$ cat src/include/rv32_exec_consts.svh
// shared opcode, funct3/funct7 and width macros for the RV32IM execute unit, include where needed
`ifndef RV32_EXEC_CONSTS_SVH
`define RV32_EXEC_CONSTS_SVH

// datapath width, fixed by the ISA
`define XLEN 32

// major opcodes executed by the unit
`define OPC_OP      7'b0110011  // register-register
`define OPC_OP_IMM  7'b0010011  // register-immediate
`define OPC_LUI     7'b0110111  // load upper immediate

// funct3 codes of the base ops
// the same codes select MUL..REMU when funct7 is F7_MULDIV
`define F3_ADD   3'b000  // add/sub, mul
`define F3_SLL   3'b001  // sll, mulh
`define F3_SLT   3'b010  // slt, mulhsu
`define F3_SLTU  3'b011  // sltu, mulhu
`define F3_XOR   3'b100  // xor, div
`define F3_SRL   3'b101  // srl/sra, divu
`define F3_OR    3'b110  // or, rem
`define F3_AND   3'b111  // and, remu

// funct7 values
`define F7_BASE    7'h00
`define F7_ALT     7'h20  // sub, sra
`define F7_MULDIV  7'h01  // M extension

// immediate field widths
`define IMM_I_W  12
`define IMM_U_W  20

`endif

$ cat src/hw/exec_handshake.sv
// four-phase req/ack responder: captures a request, registers the ALU result, sequences ack
`timescale 1ns/10ps
`include "rv32_exec_consts.svh"

module exec_handshake (
    input  logic             clk,
    input  logic             rst_n,
    input  logic             req,
    input  logic [`XLEN-1:0] instr,
    input  logic [`XLEN-1:0] rs1_val,
    input  logic [`XLEN-1:0] rs2_val,
    input  logic [`XLEN-1:0] alu_res,
    input  logic             dec_illegal,
    output logic             ack,
    output logic [`XLEN-1:0] result,
    output logic             illegal,
    output logic [`XLEN-1:0] instr_q,
    output logic [`XLEN-1:0] rs1_q,
    output logic [`XLEN-1:0] rs2_q
);

    typedef enum logic [1:0] {
        S_IDLE,
        S_BUSY,  // captured, decode and ALU settling
        S_DONE   // ack high, waiting for req to drop
    } state_e;

    state_e state;
    logic   capture;

    assign capture = (state == S_IDLE) && req && !ack;

    always_ff @(posedge clk or negedge rst_n) begin
        if (!rst_n) begin
            state   <= S_IDLE;
            ack     <= 1'b0;
            result  <= '0;
            illegal <= 1'b0;
        end else begin
            case (state)
                S_IDLE: begin
                    if (capture) begin
                        state <= S_BUSY;
                    end
                end
                S_BUSY: begin
                    result  <= alu_res;
                    illegal <= dec_illegal;
                    ack     <= 1'b1;
                    state   <= S_DONE;
                end
                S_DONE: begin
                    if (!req) begin  // phase 3 seen
                        ack   <= 1'b0;
                        state <= S_IDLE;
                    end
                end
                default: state <= S_IDLE;
            endcase
        end
    end

    // request payload
    always_ff @(posedge clk) begin
        if (capture) begin
            instr_q <= instr;
            rs1_q   <= rs1_val;
            rs2_q   <= rs2_val;
        end
    end

endmodule

$ cat config.mk
export PLATFORM = sky130hd
export DESIGN_NAME = exec_handshake
export DESIGN_NICKNAME = d
export VERILOG_FILES = /design/src/hw/exec_handshake.sv
export VERILOG_INCLUDE_DIRS = /design/src /design/src/include
export SDC_FILE = /design/constraint.sdc
export NUM_CORES = 1
export LEC_CHECK = 0
export BUFFER_PORTS_ARGS = -buffer_cell sky130_fd_sc_hd__clkbuf_2
export CORE_MARGIN = 3
export CORE_UTILIZATION = 39
export DETAILED_ROUTE_END_ITERATION = 16
export PLACE_DENSITY_LB_ADDON = 0.05
export SYNTH_ARGS = -nofsm -noshare
export SYNTH_HDL_FRONTEND = slang
export SYNTH_SLANG_ARGS = --single-unit
$ cat constraint.sdc
create_clock -name clk -period 11.81 [get_ports clk]
set_input_delay 0.5905 -clock clk [delete_from_list [all_inputs] [get_ports clk]]
set_output_delay 0.5905 -clock clk [all_outputs]
set_load 0.005 [all_outputs]
## Word-level counts from Yosys, hierarchy flattened

Cells that the tools add are included.

| word-level totals | value |
|---|---|
| bits in read-only memories | 0 |
| bits in writable memories | 0 |
| memories kept | 0 |
| latch bits | 0 |
| input port bits | 132 |
| flip-flop bits (word level) | 132 |
| output and inout bits | 130 |

| operators by class | value |
|---|---|
| bitwise operators | 0 |
| add/subtract/negate cells | 0 |
| shift-type cells | 0 |
| muxes and demuxes | 5 |
| reductions and logical operators | 7 |
| divide/modulo/power cells | 0 |
| magnitude comparators | 0 |
| multipliers | 0 |
| equality and inequality tests | 4 |

Operators with widths:

| kind | count |
|---|---|
| $pmux 2 s3 | 1 |
| $mux 2 | 2 |
| $ne 2x2->1 const B | 2 |
| $reduce_and 2->1 | 2 |
| $eq 2x1->1 const B | 1 |
| $eq 2x2->1 const B | 1 |
| $logic_and 1x1->1 | 2 |
| $logic_not 2->1 | 1 |
| $pmux 1 s2 | 1 |
| $reduce_bool 2->1 | 1 |
| $logic_not 1->1 | 1 |
| $mux 1 | 1 |

## Longest topological paths before layout

Gate-level depths: netlist of the first run.

| depth | value |
|---|---|
| word-level depth | 5 |
| mapped depth | 4 |
| mapped depth without buffers | 2 |

## Least setup slack after synthesis of the first run

No wires, ideal clock.

| timing | value |
|---|---|
| kind | flip-flop to flip-flop |
| from | register state[0] |
| to | register instr_q[0] (enable) |
| library setup time | 820 ps |
| slack | 667 ps |
| stages on the path, launching flop included | 2 |
| clock period less this slack | 11143 ps |
| data arrival time | 10324 ps |
| path through | dfrtp_1 nor4b_1 |

| between the ends | value |
|---|---|
| cells in the longest elaborated chain, start to end | 3 |

RTL lines:

| item | RTL line | text |
|---|---|---|
| start: declaration | exec_handshake.sv:28 | `state_e state;` |
| start signal: assignment | exec_handshake.sv:35 | `state <= S_IDLE;` |
| start signal: assignment | exec_handshake.sv:43 | `state <= S_BUSY;` |
| start signal: assignment | exec_handshake.sv:50 | `state <= S_DONE;` |
| $logic_not 2->1 | exec_handshake.sv:31 | `assign capture = (state == S_IDLE) && req && !ack;` |
| $logic_and 1x1->1 (2 in series) | exec_handshake.sv:31 |  |
| via capture | exec_handshake.sv:29 | `logic capture;` |
| end signal: assignment | exec_handshake.sv:66 | `instr_q <= instr;` |
| end: declaration | exec_handshake.sv:17 | `` output logic [`XLEN-1:0] instr_q, `` |

The timed path passes the listed nets, and every way through them passes these cells.
A chain may end at the register's enable or synchronous reset.

## Final worst setup path of the first run

| timing | value |
|---|---|
| from | register state[1] |
| to | register instr_q[28] (enable) |

The elaborated chain is that of the path after synthesis.

==> impl_results.md, run 1 <==
* Seq cells post-synth at roughly 130
* Initial core utilization at 40.2%
* IO buf count at between 200 and 300
* Syn. warnings at 0
* Worst Max-Slew Pin Slew at 1.15 ns
* Nets at approximately 590
* Crit Path Class: register to register
* Gr usage total at between 10% and 20%
* Synth Cell Area at 4400 um^2
* Clock Tree Buf Depth at 2
* Core Util, Final at approximately three fifths
* Async SR Flop Fraction at a little over a quarter
* Final setup vio count at 0
* Most common cell in the netlist: edfxtp_1
* WL final at 10,800 um
* Worst-path clk slew at ~0.060 ns
* Vias per cell at about 4.4
* H-tree Lvls at 4
* Post-synth cell types at 13
* Fraction of layout cells with a size suffix above 1 at between 60 and 70%
* Worst min path class: input pin to async pin
* First drt pass iteration count at 4
* Fmax at 485 MHz
* Top cells by count, synth: 96 x edfxtp_1, 36 x dfrtp_1, 29 x mux2_4, 4 x mux2_2, 3 x buf_12
* Area Growth Syn to Fin at 46.1%
* Yosys top cell by area: edfxtp_1
* Clock Tree Root: clkbuf_16
* Max-slew violation count at 0
* Top FF cell, synth: edfxtp_1
* CP arrival at a little over 2 ns
* Max_cap viols at 0
* Worst IR Drop VDD at ~0.13 mV
* Non-Filler Instances at approximately 600
* Global-route wire length before repair at between 15,000 and 20,000 um
* Synth area leaders: edfxtp_1 66%, dfrtp_1 20%, mux2_4 9.9%
* Sequential cell area fraction in the yosys report at 86.1%
* Req. time, crit path at approximately 12 ns
* Post-CTS setup repair buffer count at 0
* Gr ovfl total at 0
* Outcome: complete, no violations
* Power per Cell Area at roughly 250 nW/um^2
* Antenna violations before repair at 0
* Placed cells at a little under 600
* WL per Instance at around 18 um
* Final Hold Vio Count at 0
* Post-route ant nets at 0
* Min cycle time layout at roughly 2.1 ns
* Post-route setup TNS at 0 ns
* Core Rows at 38
* Total power at roughly 1.6 mW
* Resized cells post-CTS at 0
* # clock sinks at about 130
* Net Count, Synth at a little over 300
* Leak at between 2 and 3 nW
* EDFF count, synth at 96
* Syn avg cell area at ~25 um^2
* Hold Buf Count CTS at 0
* Routability cong. at ~0.76
* ANT cells at 0
* Worst-skew pair later-pin latency at roughly 0.40 ns
* Largest net degree at the start of global routing at 97
* Die H at approximately 110 um
* Vias in the first global route at around 2,800
* TritonCTS Buffers at 17
* Hold Worst Slack at 0.302 ns
* Crit start category: register
* Filler instances at around 890
* Setup Skew at between 0.01 and 0.015 ns
* DR DRC count at 0
* Crit-path max FO at 96
* Core area at roughly 11,000 um^2
* Share of the synthesized area in the top cell type at between 60 and 70%
* CTS tree: done
* RSZ-0062 raised after global routing: no
* IO Pins at about 260
* Kind of end point of the critical path: register
* Die width at about 110 um
* Routed vias at around 2,700
* Relative slew slack at 23.2%
* Post-route clock period utilization at approximately 17%
* Post-Synthesis Cells at 178
* Die area at between 10,000 and 15,000 um^2
* Iter 0 DRT Violations at 132
* DP HPWL at around 8400 um
-- worst max-delay path: stages, from the launching register on --
cell     delay [ns]
dfrtp_1        0.45
nor4b_2        0.27
buf_4          0.91
-- metrics by stage --
step	instance area (um^2)	setup slack, ns
after floorplan	4400	0.667
after global placement	5830	9.59
after detailed placement	5830	9.55
after CTS	6420	9.73
after global routing	6420	9.64
final	6420	9.75
-- per-layer routing --
layer | global-route usage (%) | up-vias | share of wire [%]
met5 | 0 | - | 0
met4 | 6.33 | 0 | 0.65
met3 | 6.04 | 6 | 8.1
met2 | 30.5 | 144 | 53
met1 | 19.3 | 1287 | 38
li1 | - | 1240 | -
-- final cells by class --
class / count / area (um^2) / share of cell area, %
Timing Repair Buffer: 263 / 1320 / 20.6
Sequential cell: 132 / 3780 / 58.9
Multi-Input combinational cell: 42 / 554 / 8.63
Clock buffer: 17 / 425 / 6.62
Tap cell: 140 / 175 / 2.73
Clock inverter: 15 / 163 / 2.53
-- sequential cells by signal, summed over array words and instances (netlist names) --
| register | count |
|---|---|
| rs1_q | 32 |
| ack | 1 |
| illegal | 1 |
| instr_q | 32 |
| result | 32 |
| rs2_q | 32 |
| state | 2 |
-- worst paths after layout --
| kind | cells past startpoint | slack (ns) | startpoint | to |
|---|---|---|---|---|
| worst max-delay path | 2 | 9.75 | state[1]$_DFFE_PN0P_ | instr_q[28]$_DFFE_PP_ |
| worst min-delay path | 1 | 0.30 | rst_n | result[5]$_DFFE_PN0P_ |
| worst max register to register | 2 | 9.75 | state[1]$_DFFE_PN0P_ | instr_q[28]$_DFFE_PP_ |
| worst min register to register | 1 | 0.51 | result[25]$_DFFE_PN0P_ | result[25]$_DFFE_PN0P_ |
| max in group asynchronous | 1 | 10.94 | rst_n | result[12]$_DFFE_PN0P_ |
| min in group clk | 1 | 0.36 | rs2_val[15] | rs2_q[15]$_DFFE_PP_ |
-- power breakdown --
group	internal, mW	total, mW	switching, mW
logic	0.200	0.359	0.159
clock network	0.329	0.517	0.187
registers	0.660	0.720	0.0604
-- layout by cell type (no fill, tap or decap), drive strengths merged --
cell | synthesis | routed
edfxtp | 96 | 96
nor3b | 1 | 1
buf | 4 | 2
mux2 | 33 | 33
clkinv | 0 | 8
nand3b | 1 | 1
nand2b | 1 | 1
inv | 0 | 2
nor2b | 2 | 2
bufinv | 0 | 3
clkbuf | 0 | 278
dfrtp | 36 | 36
nor2 | 1 | 1
nor3 | 1 | 1
nor4b | 2 | 2
clkinvlp | 0 | 2
-- kinds of logic (layout without fill, tap and decap cells) --
kind of cell	count (synthesis)	after routing	share of synthesized area, %
simple gates	9	9	1.37
flops	132	132	86.1
buf+inv	4	295	1.62
mux	33	33	10.9
Power figures use the tool's default switching activity.
==> inputs of run 2 (changes only) <==
- ABC_AREA: not set -> 1
- CORE_UTILIZATION: 39 -> 43
- clock period: 11.81 -> 1.95 ns (I/O delays scaled with it)
==> run 2 against run 1 <==
  * Non-clock buffer count grew 132
  * Hold slack lost 0.063 ns
  * Cell count grew 32%
  * Combinational power grew to 6.3 times the previous value
  * Global-route usage grew 7.0 points
  * Clock-buffer cell count is the same
  * Total power grew to 6.3 times the previous value
  * Clock power grew to 7.0 times the previous value
  * Register-to-register slack lost 9.3 ns
  * Critical path type unchanged
  * Largest cell class unchanged
  * Highest routed layer unchanged
==> impl_results.md, run 2 <==
* DR DRC count at 0
* Fmax at 673 MHz
* Vias per cell at about 4.5
* Routed vias at between 3,000 and 4,000
* Seq cells post-synth at between 100 and 150
* IO Pins at around 260
* # clock sinks at about 130
* Worst IR Drop VDD at between 0.6 and 0.7 mV
* Vias in the first global route at about 3,800
* Clock Tree Root: clkbuf_8
* CP arrival at 1.65 ns
* Sequential cell area fraction in the yosys report at 87.2%
* Share of the synthesized area in the top cell type at about 66%
* Crit-path max FO at 73
* Power per Cell Area at between 1000 and 1500 nW/um^2
* Async SR Flop Fraction at about 27%
* First drt pass iteration count at 5
* Global-route wire length before repair at around 20,000 um
* EDFF count, synth at 96
* Nets at 790
* Routability cong. at roughly 0.73
* Syn. warnings at 0
* Core Rows at 36
* Die width at 106 um
* Fraction of layout cells with a size suffix above 1 at about 45%
* Initial core utilization at about 44%
* Critical R2R Launch: state[0]$_DFFE_PN0P_
* Worst-skew pair later-pin latency at roughly 0.5 ns
* Synth area leaders: edfxtp_1 66%, dfrtp_1 21%, nand2_1 6.1%
* Die H at between 100 and 150 um
* Final setup vio count at 0
* Setup Skew at slightly above 0.007 ns
* Crit start category: register
* RSZ-0062 raised after global routing: no
* H-tree Lvls at 4
* Yosys top cell by area: edfxtp_1
* Post-synth cell types at 13
* Req. time, crit path at about 2.1 ns
* Largest net degree at the start of global routing at 74
* Worst-path clk slew at 0.06 ns
* Setup crit start: state[0]$_DFFE_PN0P_
* Die area at 11,300 um^2
* Most common cell after layout, fill and taps aside: clkbuf_2
* Top FF cell, synth: edfxtp_1
* Antenna violations before repair at 1
* Kind of end point of the critical path: register
* Worst slack, placed at between 0.4 and 0.5 ns
* Final Hold Vio Count at 0
* Max stage delay on crit path at 0.38 ns
* Iter 0 DRT Violations at 150
* Post-route clock period utilization at between 70% and 80%
* Gr ovfl total at 0
* CP Cell Sequence: inv_2 > nand2_2 > nor3_4 > buf_12
* Syn avg cell area at between 15 and 20 um^2
* Gr usage total at about a quarter
* Crit Path Class: register to register
* Final Worst Setup Slack at approximately 0.46 ns
* TritonCTS Buffers at 17
* WL per Instance at 16.9 um
* DP HPWL at around 8000 um
* Clock Tree Buf Depth at 2
* Top cells by count, synth: 96 x edfxtp_1, 70 x nand2_1, 36 x dfrtp_1, 33 x nand3_1, 6 x buf_2
* Relative slew slack at 40.3%
* Core Util, Final at approximately 80%
* Most common cell in the netlist: edfxtp_1
* Synth Cell Area at between 4000 and 5000 um^2
* Max_cap viols at 0
* Leak at approximately 3.6 nW
* Min cycle time layout at roughly 1.5 ns
* IO buf count at 261
* Core area at between 9000 and 10,000 um^2
* Outcome: complete, no violations
* Post-CTS setup repair buffer count at 0
* Worst min path class: input pin to async pin
* Area Growth Syn to Fin at 79.2%
* Post-route ant nets at 0
* CP max stage cell: dfrtp_1
* CTS tree: done
* Hold Worst Slack at between 0.2 and 0.25 ns
* Net Count, Synth at 386
* Max-slew violation count at 0
* Worst Max-Slew Pin Slew at roughly 0.9 ns
* WL final at roughly 14,000 um
* Most frequent cells in the layout: 261 x clkbuf_2, 131 x dlygate4sd3_1, 96 x edfxtp_1, 69 x nand2_1, 36 x dfrtp_1
* Post-Synthesis Cells at ~250
run 2: path summary, 6_finish.rpt:
check                      depth (start not counted)  slack (ns)                endpoint
setup / recovery                                   4        0.46     rs1_q[30]$_DFFE_PP_
hold / removal                                     2        0.24  result[13]$_DFFE_PN0P_
setup reg to reg                                   4        0.46     rs1_q[30]$_DFFE_PP_
hold reg to reg                                    2        0.47     illegal$_DFFE_PN0P_
max in group asynchronous                          2        1.14  result[25]$_DFFE_PN0P_
min in group clk                                   2        0.30    instr_q[4]$_DFFE_PP_
run 2: layout make-up:
cell class,count,area [um^2]
multi-input cells,108,480
fillers,560,2000
repair buffers,395,2650
diodes,1,2.50
inverters,4,17.5
flip-flops and latches,132,3780
clock inverters,15,260
clock buffers,17,414
well taps,133,166
run 2: repair_timing:
item | in CTS | in global routing
resized for setup | 0 | 0
hold buffers | 131 | 0
hold endpoints to repair | 168 | 0
run 2: cells by family after synthesis:
family	after synthesis	synth area share (%)
flip-flops	132	87.2
AND/OR/NAND/NOR	107	10.6
buffers and inverters	14	2.05
AO/OA/AOI/OAI	1	0.115
run 2: per-stage QoR:
step / TNS (ns) / area, um^2 / power, mW / cells
finish: 0 / 7780 / 10.1 / 805
CTS: 0 / 7770 / 10.2 / 804
global placement: 0 / 5790 / 6.27 / 641
global route: 0 / 7780 / 10.6 / 805
floorplan: -135.26 / 4360 / 5.26 / 254
detailed placement: 0 / 5790 / 6.32 / 641
run 2: routing by layer:
layer | up-vias | GRT usage [%] | routed length, um
met2 | 187 | 45.3 | 7700
met5 | - | 0 | 0
met1 | 1732 | 23.9 | 4520
met3 | 24 | 9.90 | 1080
li1 | 1707 | - | -
met4 | 0 | 8.77 | 295
run 2: where the power goes:
group | switching, mW | internal [mW] | total (mW) | leakage, nW
logic | 1.28 | 0.972 | 2.26 | 1.97
clock network | 1.16 | 2.45 | 3.61 | 0.323
registers | 0.341 | 3.92 | 4.26 | 1.33
run 2: critical path, delay by kind of cell, from the launching register on:
family	cells	cell delay (ns)
AND/OR/NAND/NOR	2	0.30
flip-flops	1	0.38
buffers and inverters	2	0.40
