## config.mk

```make
export PLATFORM = sky130hd
export DESIGN_NAME = exec_decoder_flat
export DESIGN_NICKNAME = d
export VERILOG_FILES = /design/src/hw/rv32_exec_pkg.sv /design/src/hw/alu_if.sv /design/src/hw/exec_decoder.sv /design/src/flat_wrapper.sv
export VERILOG_INCLUDE_DIRS = /design/src /design/src/include
export SDC_FILE = /design/constraint.sdc
export NUM_CORES = 1
export LEC_CHECK = 0
export ABC_AREA = 1
export BUFFER_PORTS_ARGS = -buffer_cell sky130_fd_sc_hd__buf_2
export CAP_MARGIN = 20
export CORE_MARGIN = 5
export CORE_UTILIZATION = 33
export DETAILED_ROUTE_END_ITERATION = 8
export PLACE_DENSITY = 0.81
export SKIP_LAST_GASP = 1
export SYNTH_ARGS = -nofsm -noshare
export SYNTH_HDL_FRONTEND = slang
export SYNTH_SLANG_ARGS = --single-unit
```

## constraint.sdc

```tcl
create_clock -name vclk -period 1.32
set_clock_uncertainty 0.15 [all_clocks]
set_input_delay 0.132 -clock vclk [all_inputs]
set_output_delay 0.132 -clock vclk [all_outputs]
set_load 0.03 [all_outputs]
```

## src/include/rv32_exec_consts.svh

```systemverilog
// shared opcode, funct3/funct7 and width macros for the RV32IM execute unit, include where needed
`ifndef RV32_EXEC_CONSTS_SVH
`define RV32_EXEC_CONSTS_SVH

// datapath width, fixed by the ISA
`define XLEN 32

// major opcodes executed by the unit
`define OPC_OP      7'b0110011  // register-register
`define OPC_OP_IMM  7'b0010011  // register-immediate
`define OPC_LUI     7'b0110111  // load upper immediate

// funct3 codes of the base ops
// the same codes select MUL..REMU when funct7 is F7_MULDIV
`define F3_ADD   3'b000  // add/sub, mul
`define F3_SLL   3'b001  // sll, mulh
`define F3_SLT   3'b010  // slt, mulhsu
`define F3_SLTU  3'b011  // sltu, mulhu
`define F3_XOR   3'b100  // xor, div
`define F3_SRL   3'b101  // srl/sra, divu
`define F3_OR    3'b110  // or, rem
`define F3_AND   3'b111  // and, remu

// funct7 values
`define F7_BASE    7'h00
`define F7_ALT     7'h20  // sub, sra
`define F7_MULDIV  7'h01  // M extension

// immediate field widths
`define IMM_I_W  12
`define IMM_U_W  20

`endif

```

## src/hw/rv32_exec_pkg.sv

```systemverilog
// types shared by the execute unit: ALU operation codes and the instruction word formats
package rv32_exec_pkg;

    // ALU operation codes, bit 4 marks sub/sra, bits 4:3 = 01 the M extension
    typedef enum logic [4:0] {
        ALU_ADD    = 5'b00000,
        ALU_SLL    = 5'b00001,
        ALU_SLT    = 5'b00010,
        ALU_SLTU   = 5'b00011,
        ALU_XOR    = 5'b00100,
        ALU_SRL    = 5'b00101,
        ALU_OR     = 5'b00110,
        ALU_AND    = 5'b00111,
        ALU_MUL    = 5'b01000,
        ALU_MULH   = 5'b01001,
        ALU_MULHSU = 5'b01010,
        ALU_MULHU  = 5'b01011,
        ALU_DIV    = 5'b01100,
        ALU_DIVU   = 5'b01101,
        ALU_REM    = 5'b01110,
        ALU_REMU   = 5'b01111,
        ALU_SUB    = 5'b10000,
        ALU_SRA    = 5'b10101,
        ALU_PASS_B = 5'b11000  // lui
    } alu_ctrl_e;

    typedef struct packed {
        logic [6:0] funct7;
        logic [4:0] rs2;
        logic [4:0] rs1;
        logic [2:0] funct3;
        logic [4:0] rd;
        logic [6:0] opcode;
    } r_type_t;

    typedef struct packed {
        logic [11:0] imm;  // imm[11:0], shamt in [4:0] for shifts
        logic [4:0]  rs1;
        logic [2:0]  funct3;
        logic [4:0]  rd;
        logic [6:0]  opcode;
    } i_type_t;

    typedef struct packed {
        logic [19:0] imm;  // imm[31:12]
        logic [4:0]  rd;
        logic [6:0]  opcode;
    } u_type_t;

    // one word, read by format according to its opcode
    typedef union packed {
        r_type_t r;
        i_type_t i;
        u_type_t u;
    } rv_instr_u;

endpackage

```

## src/hw/alu_if.sv

```systemverilog
// decoder to ALU link: the decoder drives operation and operands, the ALU returns the result
`timescale 1ns/10ps
`include "rv32_exec_consts.svh"

interface alu_if import rv32_exec_pkg::*; ();

    alu_ctrl_e         alu_ctrl;
    logic [`XLEN-1:0]  alu_src0;
    logic [`XLEN-1:0]  alu_src1;
    logic [`XLEN-1:0]  alu_res;

    modport dec (
        output alu_ctrl,
        output alu_src0,
        output alu_src1
    );

    modport alu (
        input  alu_ctrl,
        input  alu_src0,
        input  alu_src1,
        output alu_res
    );

endinterface

```

## src/hw/exec_decoder.sv

```systemverilog
// decodes the captured instruction word into ALU operation, operands and an illegal flag
`timescale 1ns/10ps
`include "rv32_exec_consts.svh"

module exec_decoder import rv32_exec_pkg::*; (
    input  rv_instr_u        instr,
    input  logic [`XLEN-1:0] rs1_val,
    input  logic [`XLEN-1:0] rs2_val,
    alu_if.dec               bus,
    output logic             illegal
);

    logic [`XLEN-1:0] imm_i;
    logic [`XLEN-1:0] imm_u;
    logic [2:0]       funct3;
    logic [6:0]       funct7;

    // base op shared by OP and OP_IMM, sub/sra handled by the caller
    function automatic alu_ctrl_e base_op(input logic [2:0] f3);
        case (f3)
            `F3_ADD:  return ALU_ADD;
            `F3_SLL:  return ALU_SLL;
            `F3_SLT:  return ALU_SLT;
            `F3_SLTU: return ALU_SLTU;
            `F3_XOR:  return ALU_XOR;
            `F3_SRL:  return ALU_SRL;
            `F3_OR:   return ALU_OR;
            default:  return ALU_AND;
        endcase
    endfunction

    assign funct3 = instr.r.funct3;
    assign funct7 = instr.r.funct7;  // upper imm bits on OP_IMM shifts
    assign imm_i  = {{(`XLEN-`IMM_I_W){instr.i.imm[`IMM_I_W-1]}}, instr.i.imm};
    assign imm_u  = {instr.u.imm, {(`XLEN-`IMM_U_W){1'b0}}};

    always_comb begin
        bus.alu_ctrl = ALU_ADD;
        bus.alu_src0 = rs1_val;
        bus.alu_src1 = rs2_val;
        illegal      = 1'b0;
        case (instr.r.opcode)
            `OPC_OP: begin
                case (funct7)
                    `F7_BASE:   bus.alu_ctrl = base_op(funct3);
                    `F7_MULDIV: bus.alu_ctrl = alu_ctrl_e'({2'b01, funct3});  // mul..remu
                    `F7_ALT: begin
                        if (funct3 == `F3_ADD) begin
                            bus.alu_ctrl = ALU_SUB;
                        end else if (funct3 == `F3_SRL) begin
                            bus.alu_ctrl = ALU_SRA;
                        end else begin
                            illegal = 1'b1;
                        end
                    end
                    default:    illegal = 1'b1;
                endcase
            end
            `OPC_OP_IMM: begin
                bus.alu_src1 = imm_i;
                bus.alu_ctrl = base_op(funct3);
                if (funct3 == `F3_SLL && funct7 != `F7_BASE) begin
                    illegal = 1'b1;
                end else if (funct3 == `F3_SRL) begin
                    if (funct7 == `F7_ALT) begin
                        bus.alu_ctrl = ALU_SRA;  // bit 30 set
                    end else if (funct7 != `F7_BASE) begin
                        illegal = 1'b1;
                    end
                end
            end
            `OPC_LUI: begin
                bus.alu_ctrl = ALU_PASS_B;
                bus.alu_src1 = imm_u;
            end
            default: illegal = 1'b1;
        endcase
        if (illegal) begin  // add on zeros, result reads zero
            bus.alu_ctrl = ALU_ADD;
            bus.alu_src0 = '0;
            bus.alu_src1 = '0;
        end
    end

endmodule

```

## src/flat_wrapper.sv

```systemverilog
// flat-port wrapper written by rule: the top's interface ports become plain ports
module exec_decoder_flat import rv32_exec_pkg::*;
  (instr, rs1_val, rs2_val, illegal, bus_alu_ctrl, bus_alu_src0, bus_alu_src1);
  alu_if bus_i ();
  input  rv_instr_u instr;
  input  logic [`XLEN-1:0] rs1_val;
  input  logic [`XLEN-1:0] rs2_val;
  output logic illegal;
  output wire logic [$bits(bus_i.alu_ctrl)-1:0] bus_alu_ctrl;
  output wire logic [$bits(bus_i.alu_src0)-1:0] bus_alu_src0;
  output wire logic [$bits(bus_i.alu_src1)-1:0] bus_alu_src1;
  assign bus_alu_ctrl = bus_i.alu_ctrl;
  assign bus_alu_src0 = bus_i.alu_src0;
  assign bus_alu_src1 = bus_i.alu_src1;
  exec_decoder u_core (.instr(instr), .rs1_val(rs1_val), .rs2_val(rs2_val), .bus(bus_i), .illegal(illegal));
endmodule
```

Word-level counts from Yosys, hierarchy flattened
Index checks and enable logic that the tools add are counted.
Widths: inputs -> output; s select.
{ "totals": {"reg_bits": 0, "input_bits": 96, "output_inout_bits": 70, "wordCells": 36} }
{ "op_classes": {"n_eq_ne": 11, "n_mux": 20, "reduce_logical": 5} }
{ "ops": {"columns": ["op", "n"], "rows": [
  ["$mux 32", 2],
  ["$pmux 32 s2", 1],
  ["$mux 5", 6],
  ["$pmux 5 s3", 2],
  ["$eq 7x6->1 const B", 3],
  ["$pmux 3 s7", 1],
  ["$eq 3x3->1 const B", 3],
  ["$eq 7x1->1 const B", 1],
  ["$eq 7x5->1 const B", 1],
  ["$logic_not 7->1", 1],
  ["$reduce_bool 7->1", 1],
  ["$eq 3x2->1 const B", 2],
  ["$mux 1", 6],
  ["$eq 3x1->1 const B", 1],
  ["$logic_not 3->1", 1],
  ["$pmux 1 s3", 1],
  ["$pmux 1 s2", 1],
  ["$reduce_or 2->1", 1],
  ["$logic_and 1x1->1", 1]
]} }

Longest topological paths before layout
Gate-level depths: netlist of the first run.
{ "depth": {"ltp_word": 7, "mapped_depth": 11, "ltp_nobuf": 10} }

Worst setup path after synthesis of the first run
Ideal clock, no wire load.
{ "synth_path": {"kind": "input-to-output", "startpoint": "input port instr[1] (netlist bit)", "endpoint": "output port bus_alu_src1[25]", "arrival_time_ns": 1.424, "t_required_ns": 1.038, "setup_slack_ns": -0.386, "stages": 11, "cell_sequence": "nand2_1 -> inv_1 -> nand2_1 -> inv_1 -> nand2_2 -> buf_4 -> nand2_1 -> buf_2 -> nor2_1 -> nor2_1 -> nor2_1"} }
{ "synth_via": {"elab_chain_len": 3} }
{ "synth_rtl": {"columns": ["element", "line_no", "text"], "rows": [
  ["from (decl)", "flat_wrapper.sv:5", "input rv_instr_u instr;"],
  ["$eq 7x6->1 or $eq 7x5->1 (tied branches)", "exec_decoder.sv:42", "case (instr.r.opcode)"],
  ["$pmux 1 s3 or $pmux 32 s2 (tied branches)", "exec_decoder.sv:42", null],
  ["$mux 32 (*)", "exec_decoder.sv:78", "if (illegal) begin"],
  ["to (decl)", "flat_wrapper.sv:11", "output wire logic [$bits(bus_i.alu_src1)-1:0] bus_alu_src1;"]
]} }
Mark *: on every way between the ends. The rest lies on a longest branch, timed or not.

Worst setup path in the final report of the first run
{ "layout_path": {"startpoint": "input port instr[28] (netlist bit)", "endpoint": "output port bus_alu_src0[10]"} }
{ "layout_via": {"elab_chain_len": 7} }
{ "layout_rtl": {"columns": ["element", "line_no", "text"], "rows": [
  ["$reduce_bool 7->1 (no line)", null, null],
  ["$mux 1", "exec_decoder.sv:67", "end else if (funct7 != `F7_BASE) begin"],
  ["$mux 1", "exec_decoder.sv:65", "if (funct7 == `F7_ALT) begin"],
  ["$mux 1", "exec_decoder.sv:64", "end else if (funct3 == `F3_SRL) begin"],
  ["$mux 1", "exec_decoder.sv:62", "if (funct3 == `F3_SLL && funct7 != `F7_BASE) begin"],
  ["$pmux 1 s3 (*)", "exec_decoder.sv:42", null],
  ["$mux 32 (*)", "exec_decoder.sv:78", null],
  ["to (decl)", "flat_wrapper.sv:10", "output wire logic [$bits(bus_i.alu_src0)-1:0] bus_alu_src0;"]
]} }
Marks and branches as above.

==> run_summary.xml, run 1 <==
<?xml version="1.0" encoding="UTF-8"?>
<metrics>
  <group name="outcome">
    <metric name="run_status" unit="">complete, but fails checks</metric>
    <metric name="violations" unit="">setup timing</metric>
  </group>
  <group name="detailed_routing">
    <metric name="detail_route.wl_per_cell" unit="µm">15.9</metric>
    <metric name="drt_pass1_iterations" unit="">4</metric>
    <metric name="first_iter_violations" unit="">122</metric>
    <metric name="drt-total-wl" unit="µm">9220</metric>
    <metric name="dr_total_vias" unit="">2822</metric>
    <metric name="antenna_violating_nets_post_route" unit="">0</metric>
    <metric name="drt_drc_violations_left" unit="">0</metric>
    <metric name="post_drt_via_cell_ratio" unit="">4.87</metric>
  </group>
  <group name="die">
    <metric name="floorplan.die_area" unit="mm²">0.00599</metric>
    <metric name="cell_rows" unit="">24</metric>
    <metric name="initial_core_util" unit="%">34.2</metric>
    <metric name="floorplan_core_area" unit="mm²">0.00438</metric>
    <metric name="top_level_ports" unit="">166</metric>
    <metric name="die_w" unit="µm">77.4</metric>
    <metric name="die_h" unit="µm">77.4</metric>
  </group>
  <group name="place">
    <metric name="dpl_cell_area" unit="mm²">0.00286</metric>
    <metric name="input_output_buffers" unit="">161</metric>
    <metric name="gp_routability_congestion" unit="">0.876</metric>
    <metric name="hpwl" unit="µm">5320</metric>
  </group>
  <group name="layout">
    <metric name="area.growth.synth_to_final" unit="%">161</metric>
    <metric name="fillCellCount" unit="">209</metric>
    <metric name="final_cell_area" unit="mm²">0.00391</metric>
    <metric name="ffs_latches" unit="">0</metric>
    <metric name="layout.nets" unit="">625</metric>
    <metric name="post_route_cells_drive_above_1_share" unit="%">61.7</metric>
    <metric name="clockBufferCount" unit="">0</metric>
    <metric name="layout.area.seq" unit="µm²">0</metric>
  </group>
  <group name="global_routing">
    <metric name="grt_pass1_vias" unit="">3053</metric>
    <metric name="grt_start_max_net_pins" unit="">15</metric>
    <metric name="track_usage" unit="%">28.5</metric>
    <metric name="first_pass_grt_wire_length" unit="µm">14400</metric>
    <metric name="number_of_antenna_violations_at_the_first_check_in_global_routing" unit="">1</metric>
    <metric name="globalRouteOverflowTotal" unit="">0</metric>
  </group>
  <group name="worst_setup_path">
    <metric name="cp_data_arrival_time" unit="ns">1.49</metric>
    <metric name="cp_startpoint_kind" unit="">input pin</metric>
    <metric name="cpMaxStageDelayCell" unit="">bufbuf_16</metric>
    <metric name="critical_path_peak_fanout" unit="">8</metric>
    <metric name="critPathKind" unit="">input pin to primary output</metric>
    <metric name="crit_path_frequent_cell" unit="">nor2_4</metric>
    <metric name="crit_required" unit="ns">1.04</metric>
    <metric name="timing.critical_path.slowest_cell_delay" unit="ns">0.33</metric>
    <metric name="crit_path_cell_trace" unit="">buf_6, nor2_4, nand2_4, o21bai_1, nand2_1, nand2_2, nand3_4, bufbuf_16, nor2_4, buf_4</metric>
    <metric name="worstSetupEndpointType" unit="">primary output</metric>
  </group>
  <group name="synth">
    <metric name="synth_seq_area_share" unit="%">0</metric>
    <metric name="synth.lib_cells_used.distinct" unit="">22</metric>
    <metric name="avgSynthCellArea" unit="µm²">4.61</metric>
    <metric name="post_synth_most_frequent_cells" unit="">91 x nor2_1, 76 x inv_1, 53 x nand2_1</metric>
    <metric name="synth_top_cells_by_area" unit="">nor2_1 23%, inv_1 19%, nand2_1 13%</metric>
    <metric name="yosys_warnings" unit="">0</metric>
    <metric name="area_leader_netlist" unit="">nor2_1</metric>
    <metric name="synthesis.area" unit="mm²">0.00150</metric>
    <metric name="synth_top_area_share" unit="%">22.8</metric>
    <metric name="synthesis.instances" unit="">325</metric>
    <metric name="postSynthNetCount" unit="">421</metric>
    <metric name="synth_most_common_cell" unit="">nor2_1</metric>
  </group>
  <group name="timing">
    <metric name="finalSetupViolCount" unit="">70</metric>
    <metric name="tightest_slew" unit="ns">0.316</metric>
    <metric name="achievable-frequency" unit="GHz">0.563</metric>
    <metric name="fin_ws" unit="ns">-0.456</metric>
    <metric name="worst_slew_margin_rel" unit="%">78.8</metric>
    <metric name="period_needed" unit="ns">1.78</metric>
    <metric name="timing_max_transition_violations_final" unit="">0</metric>
    <metric name="final.period_utilization" unit="%">135</metric>
    <metric name="rsz0062_at_grt" unit="">true</metric>
    <metric name="hold_viol" unit="">0</metric>
  </group>
  <group name="pwr">
    <metric name="p_leak" unit="nW">2.21</metric>
    <metric name="ir_worst_vdd" unit="µV">122</metric>
    <metric name="total_power" unit="µW">661</metric>
    <metric name="power_density" unit="mW/mm²">169</metric>
  </group>
  <group name="worst_hold_path">
    <metric name="hold_path.class" unit="">input pin to primary output</metric>
    <metric name="depth_of_the_worst_hold_timing_path" unit="">4</metric>
  </group>
  <group name="run">
    <metric name="max_cap_viols" unit="">0</metric>
  </group>
</metrics>
==> where the power goes <==
| group | switching [mW] | total, mW | internal [mW] |
|---|---|---|---|
| clock | 0 | 0.000000101 | 0.000000101 |
| sequential | 0 | 0 | 0 |
| combinational | 0.360 | 0.661 | 0.301 |
| total | 0.360 | 0.661 | 0.301 |
==> worst max-delay path, delay by kind of cell <==
kind | cells | cell delay [ns]
compound gates | 1 | 0.15
simple gates | 6 | 0.60
buf+inv | 3 | 0.59
==> final cells by class <==
class / instances / area, µm² / area share (%)
Multi-Input combinational cell: 231 / 1580 / 40.4
Tap cell: 52 / 65.1 / 1.67
Inverter: 77 / 289 / 7.40
Antenna cell: 1 / 2.50 / 0.0641
Timing Repair Buffer: 219 / 1970 / 50.5
==> path summary, 6_finish.rpt <==
kind,slack [ns],to,start
setup / recovery,-0.46,bus_alu_src0[10],instr[28]
hold / removal,0.43,bus_alu_src0[22],rs1_val[22]
==> logic make-up (layout without fill, tap and decap cells) <==
family | Yosys count | count (layout) | share of synthesized area, %
simple gates | 213 | 213 | 66.6
buf+inv | 94 | 296 | 27.0
compound gates | 18 | 18 | 6.34
other cells | 0 | 1 | 0
==> cells in the final DEF, fill, tap and decap left out, types with 2 or more instances in the layout <==
cell      n
a21oi_1   2
buf_12    4
buf_16    8
buf_2    80
buf_4    50
buf_6    74
buf_8     2
inv_1    70
inv_2     7
nand2_1  42
nand2_2   7
nand2_4   4
nand3_1  30
nand3_2   2
nor2_1   44
nor2_2   15
nor2_4   64
o21ai_0   9
o21ai_1   2
o21ai_2   2
==> per-stage QoR <==
| stage | TNS (ns) | hold slack [ns] | setup slack [ns] | instances | util (%) |
|---|---|---|---|---|---|
| after floorplan | -11.99 | 0.236 | -0.210 | 325 | - |
| after global placement | -29.56 | 0.455 | -0.458 | 557 | 65.2 |
| after detailed placement | -32.25 | 0.459 | -0.511 | 557 | 65.2 |
| after CTS | -26.01 | 0.426 | -0.444 | 578 | 87.7 |
| after global routing | -35.54 | 0.450 | -0.549 | 580 | 89.1 |
| final | -29.03 | 0.427 | -0.456 | 580 | 89.1 |
==> timing repair <==
| item | in CTS | in global routing |
|---|---|---|
| hold buffers | 0 | 0 |
| gates cloned | 8 | 0 |
| setup endpoints to repair | 70 | 70 |
| resized for setup | 209 | 16 |
| pin swaps | 9 | 5 |
| buffers inserted | 14 | 1 |
==> routing by layer <==
metal  routed length, µm  up-vias  global-route usage [%]
li1                    -     1350                       -
met1                3030     1308                    29.4
met2                5190      140                    57.2
met3                 690       24                    4.28
met4                 307        0                    9.45
met5                   0        -                       0
Power figures use the tool's default switching activity.
==> run 2, diff against run 1 <==
CELL_PAD_IN_SITES_DETAIL_PLACEMENT = 0   (was unset)
CELL_PAD_IN_SITES_GLOBAL_PLACEMENT = 1   (was unset)
CORE_UTILIZATION = 18   (was 33)
PLACE_DENSITY = unset   (was 0.81)
PLACE_DENSITY_LB_ADDON = 0.1   (was unset)
==> run_summary.xml, run 2 (synthesized netlist as in run 1, its figures left out) <==
<?xml version="1.0" encoding="UTF-8"?>
<metrics>
  <group name="worst_hold_path">
    <metric name="holdCritStartpoint" unit="">rs1_val[2]</metric>
    <metric name="worst_hold_path_ep" unit="">bus_alu_src0[2]</metric>
    <metric name="depth_of_the_worst_hold_timing_path" unit="">4</metric>
    <metric name="hold_path.class" unit="">input pin to primary output</metric>
  </group>
  <group name="die">
    <metric name="top_level_ports" unit="">166</metric>
    <metric name="initial_core_util" unit="%">18.3</metric>
    <metric name="cell_rows" unit="">33</metric>
    <metric name="floorplan_core_area" unit="mm²">0.00818</metric>
    <metric name="die_w" unit="µm">101</metric>
    <metric name="floorplan.die_area" unit="mm²">0.0103</metric>
    <metric name="die_h" unit="µm">101</metric>
  </group>
  <group name="global_routing">
    <metric name="number_of_antenna_violations_at_the_first_check_in_global_routing" unit="">0</metric>
    <metric name="grt_start_max_net_pins" unit="">22</metric>
    <metric name="first_pass_grt_wire_length" unit="µm">12000</metric>
    <metric name="grt_pass1_vias" unit="">2665</metric>
    <metric name="track_usage" unit="%">14.0</metric>
    <metric name="globalRouteOverflowTotal" unit="">0</metric>
  </group>
  <group name="layout">
    <metric name="layout.nets" unit="">621</metric>
    <metric name="antennaDiodeCount" unit="">0</metric>
    <metric name="layout_commonest_cell" unit="">buf_2</metric>
    <metric name="clockBufferCount" unit="">0</metric>
    <metric name="layout_common_cells" unit="">85 x buf_2, 79 x buf_6, 73 x inv_1</metric>
    <metric name="ffs_latches" unit="">0</metric>
    <metric name="final_cell_count_no_fill" unit="">628</metric>
    <metric name="area.growth.synth_to_final" unit="%">156</metric>
    <metric name="fillCellCount" unit="">858</metric>
    <metric name="final_cell_area" unit="mm²">0.00384</metric>
    <metric name="post_route_cells_drive_above_1_share" unit="%">62.1</metric>
    <metric name="layout.area.seq" unit="µm²">0</metric>
  </group>
  <group name="worst_setup_path">
    <metric name="critPathKind" unit="">input pin to primary output</metric>
    <metric name="cp_data_arrival_time" unit="ns">1.45</metric>
    <metric name="critical_path_peak_fanout" unit="">17</metric>
    <metric name="crit_required" unit="ns">1.04</metric>
    <metric name="worstSetupEndpointType" unit="">primary output</metric>
    <metric name="cp_startpoint_kind" unit="">input pin</metric>
  </group>
  <group name="detailed_routing">
    <metric name="antenna_violating_nets_post_route" unit="">0</metric>
    <metric name="detail_route.wl_per_cell" unit="µm">12.1</metric>
    <metric name="drt_pass1_iterations" unit="">4</metric>
    <metric name="post_drt_via_cell_ratio" unit="">4.06</metric>
    <metric name="drt_drc_violations_left" unit="">0</metric>
    <metric name="dr_total_vias" unit="">2550</metric>
    <metric name="first_iter_violations" unit="">68</metric>
    <metric name="drt-total-wl" unit="µm">7570</metric>
  </group>
  <group name="timing">
    <metric name="rsz0062_at_grt" unit="">true</metric>
    <metric name="fin_worst_hold_slack" unit="ns">0.426</metric>
    <metric name="achievable-frequency" unit="GHz">0.578</metric>
    <metric name="period_needed" unit="ns">1.73</metric>
    <metric name="worst_slew_margin_rel" unit="%">81.8</metric>
    <metric name="tightest_slew" unit="ns">0.271</metric>
    <metric name="finalSetupViolCount" unit="">70</metric>
    <metric name="hold_viol" unit="">0</metric>
    <metric name="setup_total_negative_slack" unit="ns">-25.43</metric>
    <metric name="final.period_utilization" unit="%">131</metric>
    <metric name="timing_max_transition_violations_final" unit="">0</metric>
    <metric name="fin_ws" unit="ns">-0.411</metric>
  </group>
  <group name="pwr">
    <metric name="power_density" unit="mW/mm²">158</metric>
    <metric name="p_leak" unit="nW">2.14</metric>
    <metric name="ir_worst_vdd" unit="µV">72.5</metric>
  </group>
  <group name="place">
    <metric name="dpl_cell_area" unit="mm²">0.00295</metric>
    <metric name="dp.cells" unit="">610</metric>
    <metric name="gp_routability_congestion" unit="">0.785</metric>
    <metric name="hpwl" unit="µm">6000</metric>
    <metric name="input_output_buffers" unit="">161</metric>
  </group>
  <group name="cts">
    <metric name="cts_hold_buffers" unit="">0</metric>
  </group>
  <group name="run">
    <metric name="max_cap_viols" unit="">0</metric>
  </group>
  <group name="outcome">
    <metric name="run_status" unit="">complete, but fails checks</metric>
    <metric name="violations" unit="">setup timing</metric>
  </group>
</metrics>
[run 2: changes by cell type in the layout (fill, tap and decap cells not counted), sizes merged]
cell	previous run	this run
bufbuf	1	0
buf	218	215
diode	1	0
[run 2: where the power goes]
group,internal [mW],switching [mW]
combinational,0.284,0.324
sequential,0,0
clock,0,0
[run 2: layout make-up]
| type | count | area (µm²) | share of cell area (%) |
|---|---|---|---|
| repair buffers | 215 | 1860 | 48.4 |
| inverters | 77 | 289 | 7.52 |
| multi-input cells | 231 | 1560 | 40.7 |
| well taps | 105 | 131 | 3.42 |
[run 2: what timing repair did]
action	CTS	global route
cloned	3	0
buffers inserted	17	2
pin swaps	21	10
setup endpoints to repair	70	70
gates resized for setup	194	25
[run 2: how the worst max path moves through the flow]
| stage | cells past startpoint | from | slack, ns | to |
|---|---|---|---|---|
| 4_1_cts | 11 | instr[28] | -0.43 | bus_alu_src1[31] |
| 3_3_place_gp | 10 | instr[28] | -0.51 | bus_alu_src1[12] |
| 5_1_grt | 11 | instr[28] | -0.51 | bus_alu_src0[0] |
| 6_report | 11 | instr[28] | -0.41 | bus_alu_src1[7] |
| 3_5_place_dp | 10 | instr[28] | -0.53 | bus_alu_src1[12] |
| 2_1_floorplan | 8 | instr[1] | -0.21 | bus_alu_src1[12] |
[run 2: through the flow]
stage	power [mW]	util, %	worst slack [ns]
after floorplan	0.271	-	-0.210
after global placement	0.506	36.1	-0.508
after detailed placement	0.510	36.1	-0.525
after CTS	0.602	45.8	-0.427
after global routing	0.670	47.0	-0.509
final	0.608	47.0	-0.411
[run 2: layer usage]
layer / vias up / GRT usage, % / wire length, µm
li1: 1334 / - / -
met1: 1124 / 17.0 / 2830
met2: 90 / 27.1 / 4200
met3: 2 / 1.79 / 505
met4: 0 / 0.920 / 40
met5: - / 0 / 0
[run 2: critical path: stages]
cell	delay [ns]
buf_6	0.10
nor2_4	0.13
nand2_4	0.10
o21bai_1	0.14
nand2_1	0.08
nand2_2	0.08
nand3_4	0.09
buf_12	0.16
buf_16	0.18
nor2_4	0.11
buf_6	0.14
